<file path="config.mk">
export PLATFORM = sky130hd
export DESIGN_NAME = m6502_top
export DESIGN_NICKNAME = d
export VERILOG_FILES = /design/src/common/cpu_pkg.sv /design/src/alu/m6502_alu.sv /design/src/execute_unit.sv /design/src/instr_decode.sv /design/src/instr_fetch.sv /design/src/m6502_top.sv /design/src/mem_access.sv
export SDC_FILE = /design/constraint.sdc
export NUM_CORES = 1
export LEC_CHECK = 0
export BUFFER_PORTS_ARGS = -buffer_cell sky130_fd_sc_hd__buf_2
export CORE_ASPECT_RATIO = 1.25
export CORE_UTILIZATION = 40
export DETAILED_ROUTE_END_ITERATION = 7
export SKIP_LAST_GASP = 1
export SYNTH_ARGS = -nofsm -noshare
export SYNTH_HDL_FRONTEND = slang
export SYNTH_SLANG_ARGS = --single-unit
</file>
<file path="constraint.sdc">
create_clock -name clk -period 5 [get_ports clk]
set_clock_uncertainty 0.1 [all_clocks]
set_input_delay 0.75 -clock clk [delete_from_list [all_inputs] [get_ports clk]]
set_output_delay 0.75 -clock clk [all_outputs]
set_load 0.005 [all_outputs]
</file>
<file path="src/common/cpu_pkg.sv">
package cpu_pkg;

   localparam int ADDR_W = 16;
   localparam int DATA_W = 8;

   localparam logic [ADDR_W-1:0] RESET_VECTOR = 16'hFFFC; // Low byte, high byte follows

   // Operation after decode
   typedef enum logic [3:0]
   {
      OP_NOP,
      OP_LDA,
      OP_STA,
      OP_ORA,
      OP_AND,
      OP_EOR,
      OP_ADC,
      OP_SBC,
      OP_CMP,
      OP_BRANCH
   } cpu_op_t;

   typedef enum logic [1:0]
   {
      MODE_NONE,
      MODE_IMM,
      MODE_ZP,
      MODE_ABS
   } addr_mode_t;

   typedef enum logic [2:0]
   {
      ALU_PASS, // Result is operand b
      ALU_OR,
      ALU_AND,
      ALU_EOR,
      ALU_ADC,
      ALU_CMP   // a minus b, flags only
   } alu_op_t;

endpackage

</file>
<file path="src/alu/m6502_alu.sv">
module m6502_alu
   import cpu_pkg::*;
(
   input  logic              clk,
   input  logic              reset_n,
   input  logic              alu_en_i,
   input  alu_op_t           alu_op_i,
   input  logic [DATA_W-1:0] a_i,
   input  logic [DATA_W-1:0] b_i,
   output logic [DATA_W-1:0] result_o,
   output logic              flag_n_o,
   output logic              flag_z_o,
   output logic              flag_c_o,
   output logic              flag_v_o
);

   logic [DATA_W:0]   sum;
   logic [DATA_W:0]   diff;
   logic [DATA_W-1:0] res;
   logic              c_next;
   logic              v_next;

   always_comb
   begin
      sum    = {1'b0, a_i} + {1'b0, b_i} + {{DATA_W{1'b0}}, flag_c_o};
      diff   = {1'b0, a_i} - {1'b0, b_i};
      c_next = flag_c_o;
      v_next = flag_v_o;
      case (alu_op_i)
         ALU_OR:  res = a_i | b_i;
         ALU_AND: res = a_i & b_i;
         ALU_EOR: res = a_i ^ b_i;
         ALU_ADC:
         begin
            res    = sum[DATA_W-1:0];
            c_next = sum[DATA_W];
            v_next = (a_i[DATA_W-1] == b_i[DATA_W-1]) && (res[DATA_W-1] != a_i[DATA_W-1]);
         end
         ALU_CMP:
         begin
            res    = diff[DATA_W-1:0];
            c_next = !diff[DATA_W]; // No borrow means a >= b
         end
         default: res = b_i;
      endcase
   end

   always_ff @(posedge clk)
   begin
      if (!reset_n)
      begin
         flag_n_o <= 1'b0;
         flag_z_o <= 1'b0;
         flag_c_o <= 1'b0;
         flag_v_o <= 1'b0;
      end
      else if (alu_en_i)
      begin
         flag_n_o <= res[DATA_W-1];
         flag_z_o <= (res == '0);
         flag_c_o <= c_next;
         flag_v_o <= v_next;
      end
   end

   always_ff @(posedge clk)
   begin
      if (alu_en_i)
         result_o <= res;
   end

endmodule

</file>
<file path="src/execute_unit.sv">
module execute_unit
   import cpu_pkg::*;
(
   input  logic              clk,
   input  logic              reset_n,
   input  cpu_op_t           op_i,
   input  logic [2:0]        cond_i,
   input  logic [DATA_W-1:0] operand_i,
   input  logic              operand_valid_i,
   output logic [DATA_W-1:0] acc_o,
   output logic              instr_done_o,
   output logic              branch_taken_o
);

   alu_op_t           alu_op;
   logic              is_alu;
   logic              alu_en;
   logic              alu_pending;
   logic [DATA_W-1:0] alu_b;
   logic [DATA_W-1:0] alu_result;
   logic              flag_n;
   logic              flag_z;
   logic              flag_c;
   logic              flag_v;
   logic              flag_sel;

   always_comb
   begin
      is_alu = 1'b1;
      alu_op = ALU_PASS;
      case (op_i)
         OP_LDA: alu_op = ALU_PASS;
         OP_ORA: alu_op = ALU_OR;
         OP_AND: alu_op = ALU_AND;
         OP_EOR: alu_op = ALU_EOR;
         OP_ADC: alu_op = ALU_ADC;
         OP_SBC: alu_op = ALU_ADC; // With inverted operand
         OP_CMP: alu_op = ALU_CMP;
         default: is_alu = 1'b0;
      endcase
   end

   assign alu_b  = (op_i == OP_SBC) ? ~operand_i : operand_i;
   assign alu_en = operand_valid_i && is_alu;

   // Pairs N, V, C, Z; low bit picks set or clear
   always_comb
   begin
      case (cond_i[2:1])
         2'b00: flag_sel = flag_n;
         2'b01: flag_sel = flag_v;
         2'b10: flag_sel = flag_c;
         default: flag_sel = flag_z;
      endcase
   end

   always_ff @(posedge clk)
   begin
      if (!reset_n)
      begin
         acc_o          <= '0;
         alu_pending    <= 1'b0;
         instr_done_o   <= 1'b0;
         branch_taken_o <= 1'b0;
      end
      else
      begin
         instr_done_o <= 1'b0;
         alu_pending  <= alu_en;
         if (alu_pending)
         begin
            if (op_i != OP_CMP)
               acc_o <= alu_result;
            instr_done_o   <= 1'b1;
            branch_taken_o <= 1'b0;
         end
         else if (operand_valid_i && !is_alu)
         begin
            instr_done_o   <= 1'b1;
            branch_taken_o <= (op_i == OP_BRANCH) && (flag_sel == cond_i[0]);
         end
      end
   end

   m6502_alu u_alu (
      .clk      (clk),
      .reset_n  (reset_n),
      .alu_en_i (alu_en),
      .alu_op_i (alu_op),
      .a_i      (acc_o),
      .b_i      (alu_b),
      .result_o (alu_result),
      .flag_n_o (flag_n),
      .flag_z_o (flag_z),
      .flag_c_o (flag_c),
      .flag_v_o (flag_v)
   );

endmodule

</file>
<file path="src/instr_decode.sv">
module instr_decode
   import cpu_pkg::*;
(
   input  logic              clk,
   input  logic              reset_n,
   input  logic [DATA_W-1:0] opcode_i,
   input  logic              opcode_valid_i,
   output cpu_op_t           op_o,
   output addr_mode_t        mode_o,
   output logic [1:0]        length_o,
   output logic [2:0]        cond_o,
   output logic              decoded_valid_o
);

   logic [2:0] aaa;
   logic [2:0] bbb;
   logic [1:0] cc;
   cpu_op_t    dec_op;
   addr_mode_t dec_mode;
   logic [1:0] dec_len;

   assign aaa = opcode_i[7:5];
   assign bbb = opcode_i[4:2];
   assign cc  = opcode_i[1:0];

   always_comb
   begin
      dec_op   = OP_NOP;
      dec_mode = MODE_NONE;
      dec_len  = 2'd1;
      if (cc == 2'b01 && (bbb == 3'd1 || bbb == 3'd2 || bbb == 3'd3))
      begin
         case (aaa)
            3'b000: dec_op = OP_ORA;
            3'b001: dec_op = OP_AND;
            3'b010: dec_op = OP_EOR;
            3'b011: dec_op = OP_ADC;
            3'b100: dec_op = OP_STA;
            3'b101: dec_op = OP_LDA;
            3'b110: dec_op = OP_CMP;
            default: dec_op = OP_SBC;
         endcase
         case (bbb)
            3'd1: dec_mode = MODE_ZP;
            3'd2: dec_mode = MODE_IMM;
            default: dec_mode = MODE_ABS;
         endcase
         dec_len = (bbb == 3'd3) ? 2'd3 : 2'd2;
         if (dec_op == OP_STA && dec_mode == MODE_IMM)
         begin
            dec_op   = OP_NOP; // Undefined, skip the operand byte
            dec_mode = MODE_NONE;
         end
      end
      else if (cc == 2'b00 && bbb == 3'b100)
      begin
         dec_op   = OP_BRANCH;
         dec_mode = MODE_IMM; // Offset byte
         dec_len  = 2'd2;
      end
   end

   always_ff @(posedge clk)
   begin
      if (!reset_n)
         decoded_valid_o <= 1'b0;
      else
         decoded_valid_o <= opcode_valid_i;
   end

   always_ff @(posedge clk)
   begin
      if (opcode_valid_i)
      begin
         op_o     <= dec_op;
         mode_o   <= dec_mode;
         length_o <= dec_len;
         cond_o   <= aaa;
      end
   end

   a_len_mode: assert property (@(posedge clk) disable iff (!reset_n)
      decoded_valid_o |->
         ((mode_o == MODE_ABS) ? (length_o == 2'd3) :
          (mode_o == MODE_NONE) ? (length_o == 2'd1 ||
                                   (length_o == 2'd2 && cond_o == 3'b100)) :
          (length_o == 2'd2)));

endmodule

</file>
<file path="src/instr_fetch.sv">
module instr_fetch
   import cpu_pkg::*;
(
   input  logic              clk,
   input  logic              reset_n,
   input  logic              ready_i,
   input  logic [DATA_W-1:0] rd_data_i,
   input  logic [1:0]        length_i,
   input  logic              instr_done_i,
   input  logic              branch_taken_i,
   input  logic [DATA_W-1:0] operand_i,
   output logic [ADDR_W-1:0] pc_o,
   output logic [ADDR_W-1:0] fetch_addr_o,
   output logic              fetch_rd_req_o,
   output logic [DATA_W-1:0] opcode_o,
   output logic              opcode_valid_o
);

   typedef enum logic [2:0]
   {
      F_INIT,
      F_START,
      F_VEC_LO,
      F_VEC_HI,
      F_FETCH,
      F_WAIT_DONE
   } fetch_state_t;

   fetch_state_t      state;
   logic [ADDR_W-1:0] next_pc;

   always_comb
   begin
      next_pc = pc_o + {{(ADDR_W-2){1'b0}}, length_i};
      if (branch_taken_i)
         next_pc = next_pc + {{(ADDR_W-DATA_W){operand_i[DATA_W-1]}}, operand_i}; // Signed offset
   end

   always_ff @(posedge clk)
   begin
      if (!reset_n)
      begin
         state          <= F_INIT;
         fetch_rd_req_o <= 1'b0;
         opcode_valid_o <= 1'b0;
      end
      else
      begin
         fetch_rd_req_o <= 1'b0;
         opcode_valid_o <= 1'b0;
         case (state)
            F_INIT: state <= F_START;
            F_START:
            begin
               fetch_addr_o   <= RESET_VECTOR;
               fetch_rd_req_o <= 1'b1;
               state          <= F_VEC_LO;
            end
            F_VEC_LO:
               if (ready_i)
               begin
                  pc_o[DATA_W-1:0] <= rd_data_i;
                  fetch_addr_o     <= RESET_VECTOR + ADDR_W'(1);
                  fetch_rd_req_o   <= 1'b1;
                  state            <= F_VEC_HI;
               end
            F_VEC_HI:
               if (ready_i)
               begin
                  pc_o           <= {rd_data_i, pc_o[DATA_W-1:0]};
                  fetch_addr_o   <= {rd_data_i, pc_o[DATA_W-1:0]};
                  fetch_rd_req_o <= 1'b1;
                  state          <= F_FETCH;
               end
            F_FETCH:
               if (ready_i)
               begin
                  opcode_o       <= rd_data_i;
                  opcode_valid_o <= 1'b1;
                  state          <= F_WAIT_DONE;
               end
            F_WAIT_DONE:
               if (instr_done_i)
               begin
                  pc_o           <= next_pc;
                  fetch_addr_o   <= next_pc;
                  fetch_rd_req_o <= 1'b1;
                  state          <= F_FETCH;
               end
            default: state <= F_INIT;
         endcase
      end
   end

   a_req_pulse: assert property (@(posedge clk) disable iff (!reset_n)
      fetch_rd_req_o |=> !fetch_rd_req_o);

endmodule

</file>
<file path="src/m6502_top.sv">
module m6502_top
   import cpu_pkg::*;
(
   input  logic              clk,
   input  logic              reset_n,
   output logic [ADDR_W-1:0] addr_o,
   input  logic [DATA_W-1:0] rd_data_i,
   output logic [DATA_W-1:0] wr_data_o,
   output logic              wr_en_o,
   output logic              rd_req_o,
   input  logic              ready_i
);

   logic [ADDR_W-1:0] pc;
   logic [ADDR_W-1:0] fetch_addr;
   logic              fetch_rd_req;
   logic [DATA_W-1:0] opcode;
   logic              opcode_valid;
   cpu_op_t           op;
   addr_mode_t        mode;
   logic [1:0]        length;
   logic [2:0]        cond;
   logic              decoded_valid;
   logic [DATA_W-1:0] operand;
   logic              operand_valid;
   logic [DATA_W-1:0] acc;
   logic              instr_done;
   logic              branch_taken;

   instr_fetch u_fetch (
      .clk            (clk),
      .reset_n        (reset_n),
      .ready_i        (ready_i),
      .rd_data_i      (rd_data_i),
      .length_i       (length),
      .instr_done_i   (instr_done),
      .branch_taken_i (branch_taken),
      .operand_i      (operand),
      .pc_o           (pc),
      .fetch_addr_o   (fetch_addr),
      .fetch_rd_req_o (fetch_rd_req),
      .opcode_o       (opcode),
      .opcode_valid_o (opcode_valid)
   );

   instr_decode u_decode (
      .clk             (clk),
      .reset_n         (reset_n),
      .opcode_i        (opcode),
      .opcode_valid_i  (opcode_valid),
      .op_o            (op),
      .mode_o          (mode),
      .length_o        (length),
      .cond_o          (cond),
      .decoded_valid_o (decoded_valid)
   );

   mem_access u_mem (
      .clk             (clk),
      .reset_n         (reset_n),
      .pc_i            (pc),
      .op_i            (op),
      .mode_i          (mode),
      .decoded_valid_i (decoded_valid),
      .store_data_i    (acc),
      .fetch_addr_i    (fetch_addr),
      .fetch_rd_req_i  (fetch_rd_req),
      .rd_data_i       (rd_data_i),
      .ready_i         (ready_i),
      .addr_o          (addr_o),
      .rd_req_o        (rd_req_o),
      .wr_en_o         (wr_en_o),
      .wr_data_o       (wr_data_o),
      .operand_o       (operand),
      .operand_valid_o (operand_valid)
   );

   execute_unit u_exec (
      .clk             (clk),
      .reset_n         (reset_n),
      .op_i            (op),
      .cond_i          (cond),
      .operand_i       (operand),
      .operand_valid_i (operand_valid),
      .acc_o           (acc),
      .instr_done_o    (instr_done),
      .branch_taken_o  (branch_taken)
   );

endmodule

</file>
<file path="src/mem_access.sv">
module mem_access
   import cpu_pkg::*;
(
   input  logic              clk,
   input  logic              reset_n,
   input  logic [ADDR_W-1:0] pc_i,
   input  cpu_op_t           op_i,
   input  addr_mode_t        mode_i,
   input  logic              decoded_valid_i,
   input  logic [DATA_W-1:0] store_data_i,
   input  logic [ADDR_W-1:0] fetch_addr_i,
   input  logic              fetch_rd_req_i,
   input  logic [DATA_W-1:0] rd_data_i,
   input  logic              ready_i,
   output logic [ADDR_W-1:0] addr_o,
   output logic              rd_req_o,
   output logic              wr_en_o,
   output logic [DATA_W-1:0] wr_data_o,
   output logic [DATA_W-1:0] operand_o,
   output logic              operand_valid_o
);

   typedef enum logic [2:0]
   {
      MA_IDLE,
      MA_ZP,
      MA_ABS_LO,
      MA_ABS_HI,
      MA_READ,
      MA_WRITE
   } ma_state_t;

   ma_state_t         state;
   logic [ADDR_W-1:0] addr_q;
   logic              rd_req_q;
   logic              wr_en_q;
   logic [DATA_W-1:0] lo_q;
   logic [ADDR_W-1:0] eff_addr;
   logic              is_store;

   assign is_store = (op_i == OP_STA);
   assign eff_addr = (state == MA_ZP) ? {{(ADDR_W-DATA_W){1'b0}}, rd_data_i}
                                      : {rd_data_i, lo_q};

   // Fetch owns the port while idle
   assign addr_o   = (state == MA_IDLE) ? fetch_addr_i : addr_q;
   assign rd_req_o = fetch_rd_req_i | rd_req_q;
   assign wr_en_o  = wr_en_q;

   always_ff @(posedge clk)
   begin
      if (!reset_n)
      begin
         state           <= MA_IDLE;
         rd_req_q        <= 1'b0;
         wr_en_q         <= 1'b0;
         operand_valid_o <= 1'b0;
      end
      else
      begin
         rd_req_q        <= 1'b0;
         wr_en_q         <= 1'b0;
         operand_valid_o <= 1'b0;
         case (state)
            MA_IDLE:
               if (decoded_valid_i)
               begin
                  addr_q <= pc_i + ADDR_W'(1);
                  case (mode_i)
                     MODE_NONE: operand_valid_o <= 1'b1;
                     MODE_IMM:
                     begin
                        rd_req_q <= 1'b1;
                        state    <= MA_READ;
                     end
                     MODE_ZP:
                     begin
                        rd_req_q <= 1'b1;
                        state    <= MA_ZP;
                     end
                     default:
                     begin
                        rd_req_q <= 1'b1;
                        state    <= MA_ABS_LO;
                     end
                  endcase
               end
            MA_ABS_LO:
               if (ready_i)
               begin
                  lo_q     <= rd_data_i;
                  addr_q   <= pc_i + ADDR_W'(2);
                  rd_req_q <= 1'b1;
                  state    <= MA_ABS_HI;
               end
            MA_ZP, MA_ABS_HI:
               if (ready_i)
               begin
                  addr_q <= eff_addr;
                  if (is_store)
                  begin
                     wr_en_q         <= 1'b1;
                     wr_data_o       <= store_data_i;
                     operand_valid_o <= 1'b1; // Store completes with the write
                     state           <= MA_WRITE;
                  end
                  else
                  begin
                     rd_req_q <= 1'b1;
                     state    <= MA_READ;
                  end
               end
            MA_READ:
               if (ready_i)
               begin
                  operand_o       <= rd_data_i;
                  operand_valid_o <= 1'b1;
                  state           <= MA_IDLE;
               end
            MA_WRITE: state <= MA_IDLE;
            default: state <= MA_IDLE;
         endcase
      end
   end

   a_rd_wr_excl: assert property (@(posedge clk) disable iff (!reset_n)
      !(rd_req_o && wr_en_o));

endmodule

</file>
==> flow_metrics.tcl <==
set metrics [dict create \
    p_int_mw 2.01 \
    max-cap-violations 0 \
    rsz0062_at_grt "no" \
    fin_crit_sh 0.808 \
    r2r_slack_ns 0.96 \
    die_w_um 133 \
    clkTransAtPathRegs_ns 0.07 \
    hold_viol 0 \
    status "complete, no violations" \
    gp_congestion 0.891 \
    netlist_instances 886 \
    clkPwrFrac 0.442 \
    finish.cell_count_without_fillers 1193 \
    numPortBuffers 36 \
    drt_iter0_drc 466 \
    dp_slack_ns 0.984 \
    synth.avg_cell_area_um2 9.61 \
    wire_per_inst_um 19.9 \
    critPathMaxFanout 13 \
    drc_errors 0 \
    fmaxAchievable_mhz 248 \
    setup_tns_ns 0 \
    routed_wl_um 23700 \
    fin_util 0.457 \
    drive_above_1_share 0.123 \
    yosysUniqueCellTypes 74 \
    holdWs_ns 0.430 \
    worst_slew_pin_slew_ns 1.19 \
    io-pin-count 37 \
    cts_buffer_depth 2 \
    cts_made_buffers 17 \
    startpoint_type "flip-flop" \
    worstPathCellList "ha_1 -> fa_1 -> xor2_1 -> ha_1 -> a211oi_1 -> nor3_1 -> a211o_1 -> a211oi_1 -> nor3b_1 -> nor3_1 -> xnor2_1 -> o211ai_1" \
    syn-num-nets 955 \
    cp-startpoint "u_fetch.pc_o[0]" \
    grt_max_degree 31 \
    placed_area_um2 8930 \
    setup_slack_ns 0.962 \
    num_vias 6838 \
    setup_viol 0 \
    p_total_mw 2.79 \
    die_y_um 165 \
    worstHoldStart "u_fetch.opcode_o[5]" \
    cts_sinks 126 \
    num_rows 59 \
    cp.arrival_ns 4.06 \
    area_growth_pct 11.8 \
    cp_slowest_cell "edfxtp_1" \
    synth_top_area_frac 0.349 \
    peakVddDrop_uv 211 \
    htree_num_levels 4 \
    r2r-start "u_fetch.pc_o[0]" \
    post-dp-hpwl_um 17800 \
    cpPeakStageDelay_ns 0.60 \
    dieArea_um2 21900 \
    hp-class "flip-flop to flip-flop" \
    start_util 0.409 \
    critPathCaptureType "flip-flop" \
    netlist_area_um2 8520 \
    cts_resized 0 \
    drv_slew 0 \
    synth-edff-count 99 \
    switching_power_uw 785 \
    period_needed_ns 4.04 \
    cts.root.buffer_cell "clkbuf_16" \
    worstSkewPairLatency_ns 0.42 \
    fp.coreArea_um2 20800 \
    fin_area_um2 9520 \
    p_leak_nw 3.47 \
    postCtsHoldBufs 0 \
    fin_nets 975 \
    detail-route-antenna-nets 0 \
    grtUsageTotal 0.223 \
    final.fill_count 1990 \
    cts_tree "built" \
    async_reset_ff_frac 0 \
    ys_top_cells_by_area "edfxtp_1, ha_1, dfxtp_1" \
    synth_commonest_cells "edfxtp_1, nand2_1, nor2_1" \
    diodes 0 \
    crit_required_ns 5.02 \
    grt_pass1_vias 6791 \
    switching_share 0.281 \
    synth_most_common_cell "edfxtp_1" \
    overflow 0 \
    post_cts_buffers 0 \
    vias_per_cell 5.73 \
    drtPass1Iterations 6 \
    antenna_found_initial 0 \
    synth-seq-cells 126 \
    grt_pass1_wl_um 37100 \
    placed_cells 1161 \
    seqPwrFrac 0.425 \
    p_per_area_nw_per_um2 293 \
    ys_seq_area_frac 0.413 \
    ys.flop_type "edfxtp_1" \
    share_comb_of_total_power 0.132 \
    yosysTopAreaCell "edfxtp_1" \
    yosys_warnings 0 \
    worstSetupPathType "flip-flop to flip-flop" \
    maxSlewHeadroom 0.200 \
]
==> per-layer routing <==
layer / routed length [µm] / track usage / up-vias
li1: - / - / 3291
met1: 9640 / 0.254 / 3292
met2: 12000 / 0.402 / 187
met3: 952 / 0.0351 / 68
met4: 1100 / 0.122 / 0
met5: 0 / 0 / -
==> registers in the layout, summed over array words and instances (netlist names), 4 cells and up <==
signal,flops
u_decode.op_o,4
u_exec.acc_o,8
u_exec.u_alu.result_o,8
u_fetch.fetch_addr_o,16
u_fetch.opcode_o,8
u_fetch.pc_o,16
u_mem.addr_q,16
u_mem.lo_q,8
u_mem.operand_o,8
u_mem.wr_data_o,8
==> power groups by stage <==
stage	sequential (mW)	combinational, mW	clock, mW
after floorplan	1.19	0.257	0
after global placement	1.21	0.366	0
after detailed placement	1.21	0.366	0
after CTS	1.19	0.370	1.25
after global routing	1.19	0.407	1.29
final	1.19	0.370	1.23
==> worst paths after layout <==
check             depth (start not counted)                       end
setup / recovery                         12  u_fetch.fetch_addr_o[15]
setup reg to reg                         12  u_fetch.fetch_addr_o[15]
hold / removal                            0        u_decode.cond_o[0]
hold reg to reg                           0        u_decode.cond_o[0]
==> worst max-delay path, delay by kind of cell, from the launching register on <==
family / cells / cell delay (ns)
compound gates: 4 / 1.14
fa+ha+maj: 3 / 1.04
flops: 1 / 0.60
simple gates: 3 / 0.46
xor+xnor: 2 / 0.40
==> layout by cell type (no fill, tap or decap), types with 16 or more instances in the layout <==
cell / n
edfxtp_1: 99
nand2_1: 74
nor2_1: 71
ha_1: 53
inv_1: 51
o21ai_0: 51
a21oi_1: 42
buf_2: 36
xnor2_1: 34
nand3_1: 31
dfxtp_1: 27
nor3_1: 24
xor2_1: 21
mux2_2: 19
clkbuf_16: 18
nor2b_1: 16
==> area by class of cell <==
type                            count  area (µm²)  share of cell area
Clock buffer                       18         450              0.0473
Tap cell                          274         343              0.0360
Clock inverter                     14         136              0.0143
Timing Repair Buffer               49         278              0.0292
Inverter                           52         195              0.0205
Multi-Input combinational cell    660        4600               0.484
Sequential cell                   126        3510               0.369
==> cells by family after synthesis <==
kind of cell | count (synthesis) | share of synthesized area
adder cells (fa/ha/maj) | 58 | 0.0896
AND/OR/NAND/NOR | 276 | 0.159
AO/OA/AOI/OAI | 235 | 0.187
multiplexers | 35 | 0.0454
buffers and inverters | 100 | 0.0475
XOR/XNOR | 56 | 0.0585
flip-flops | 126 | 0.413
Power figures use the tool's default switching activity.
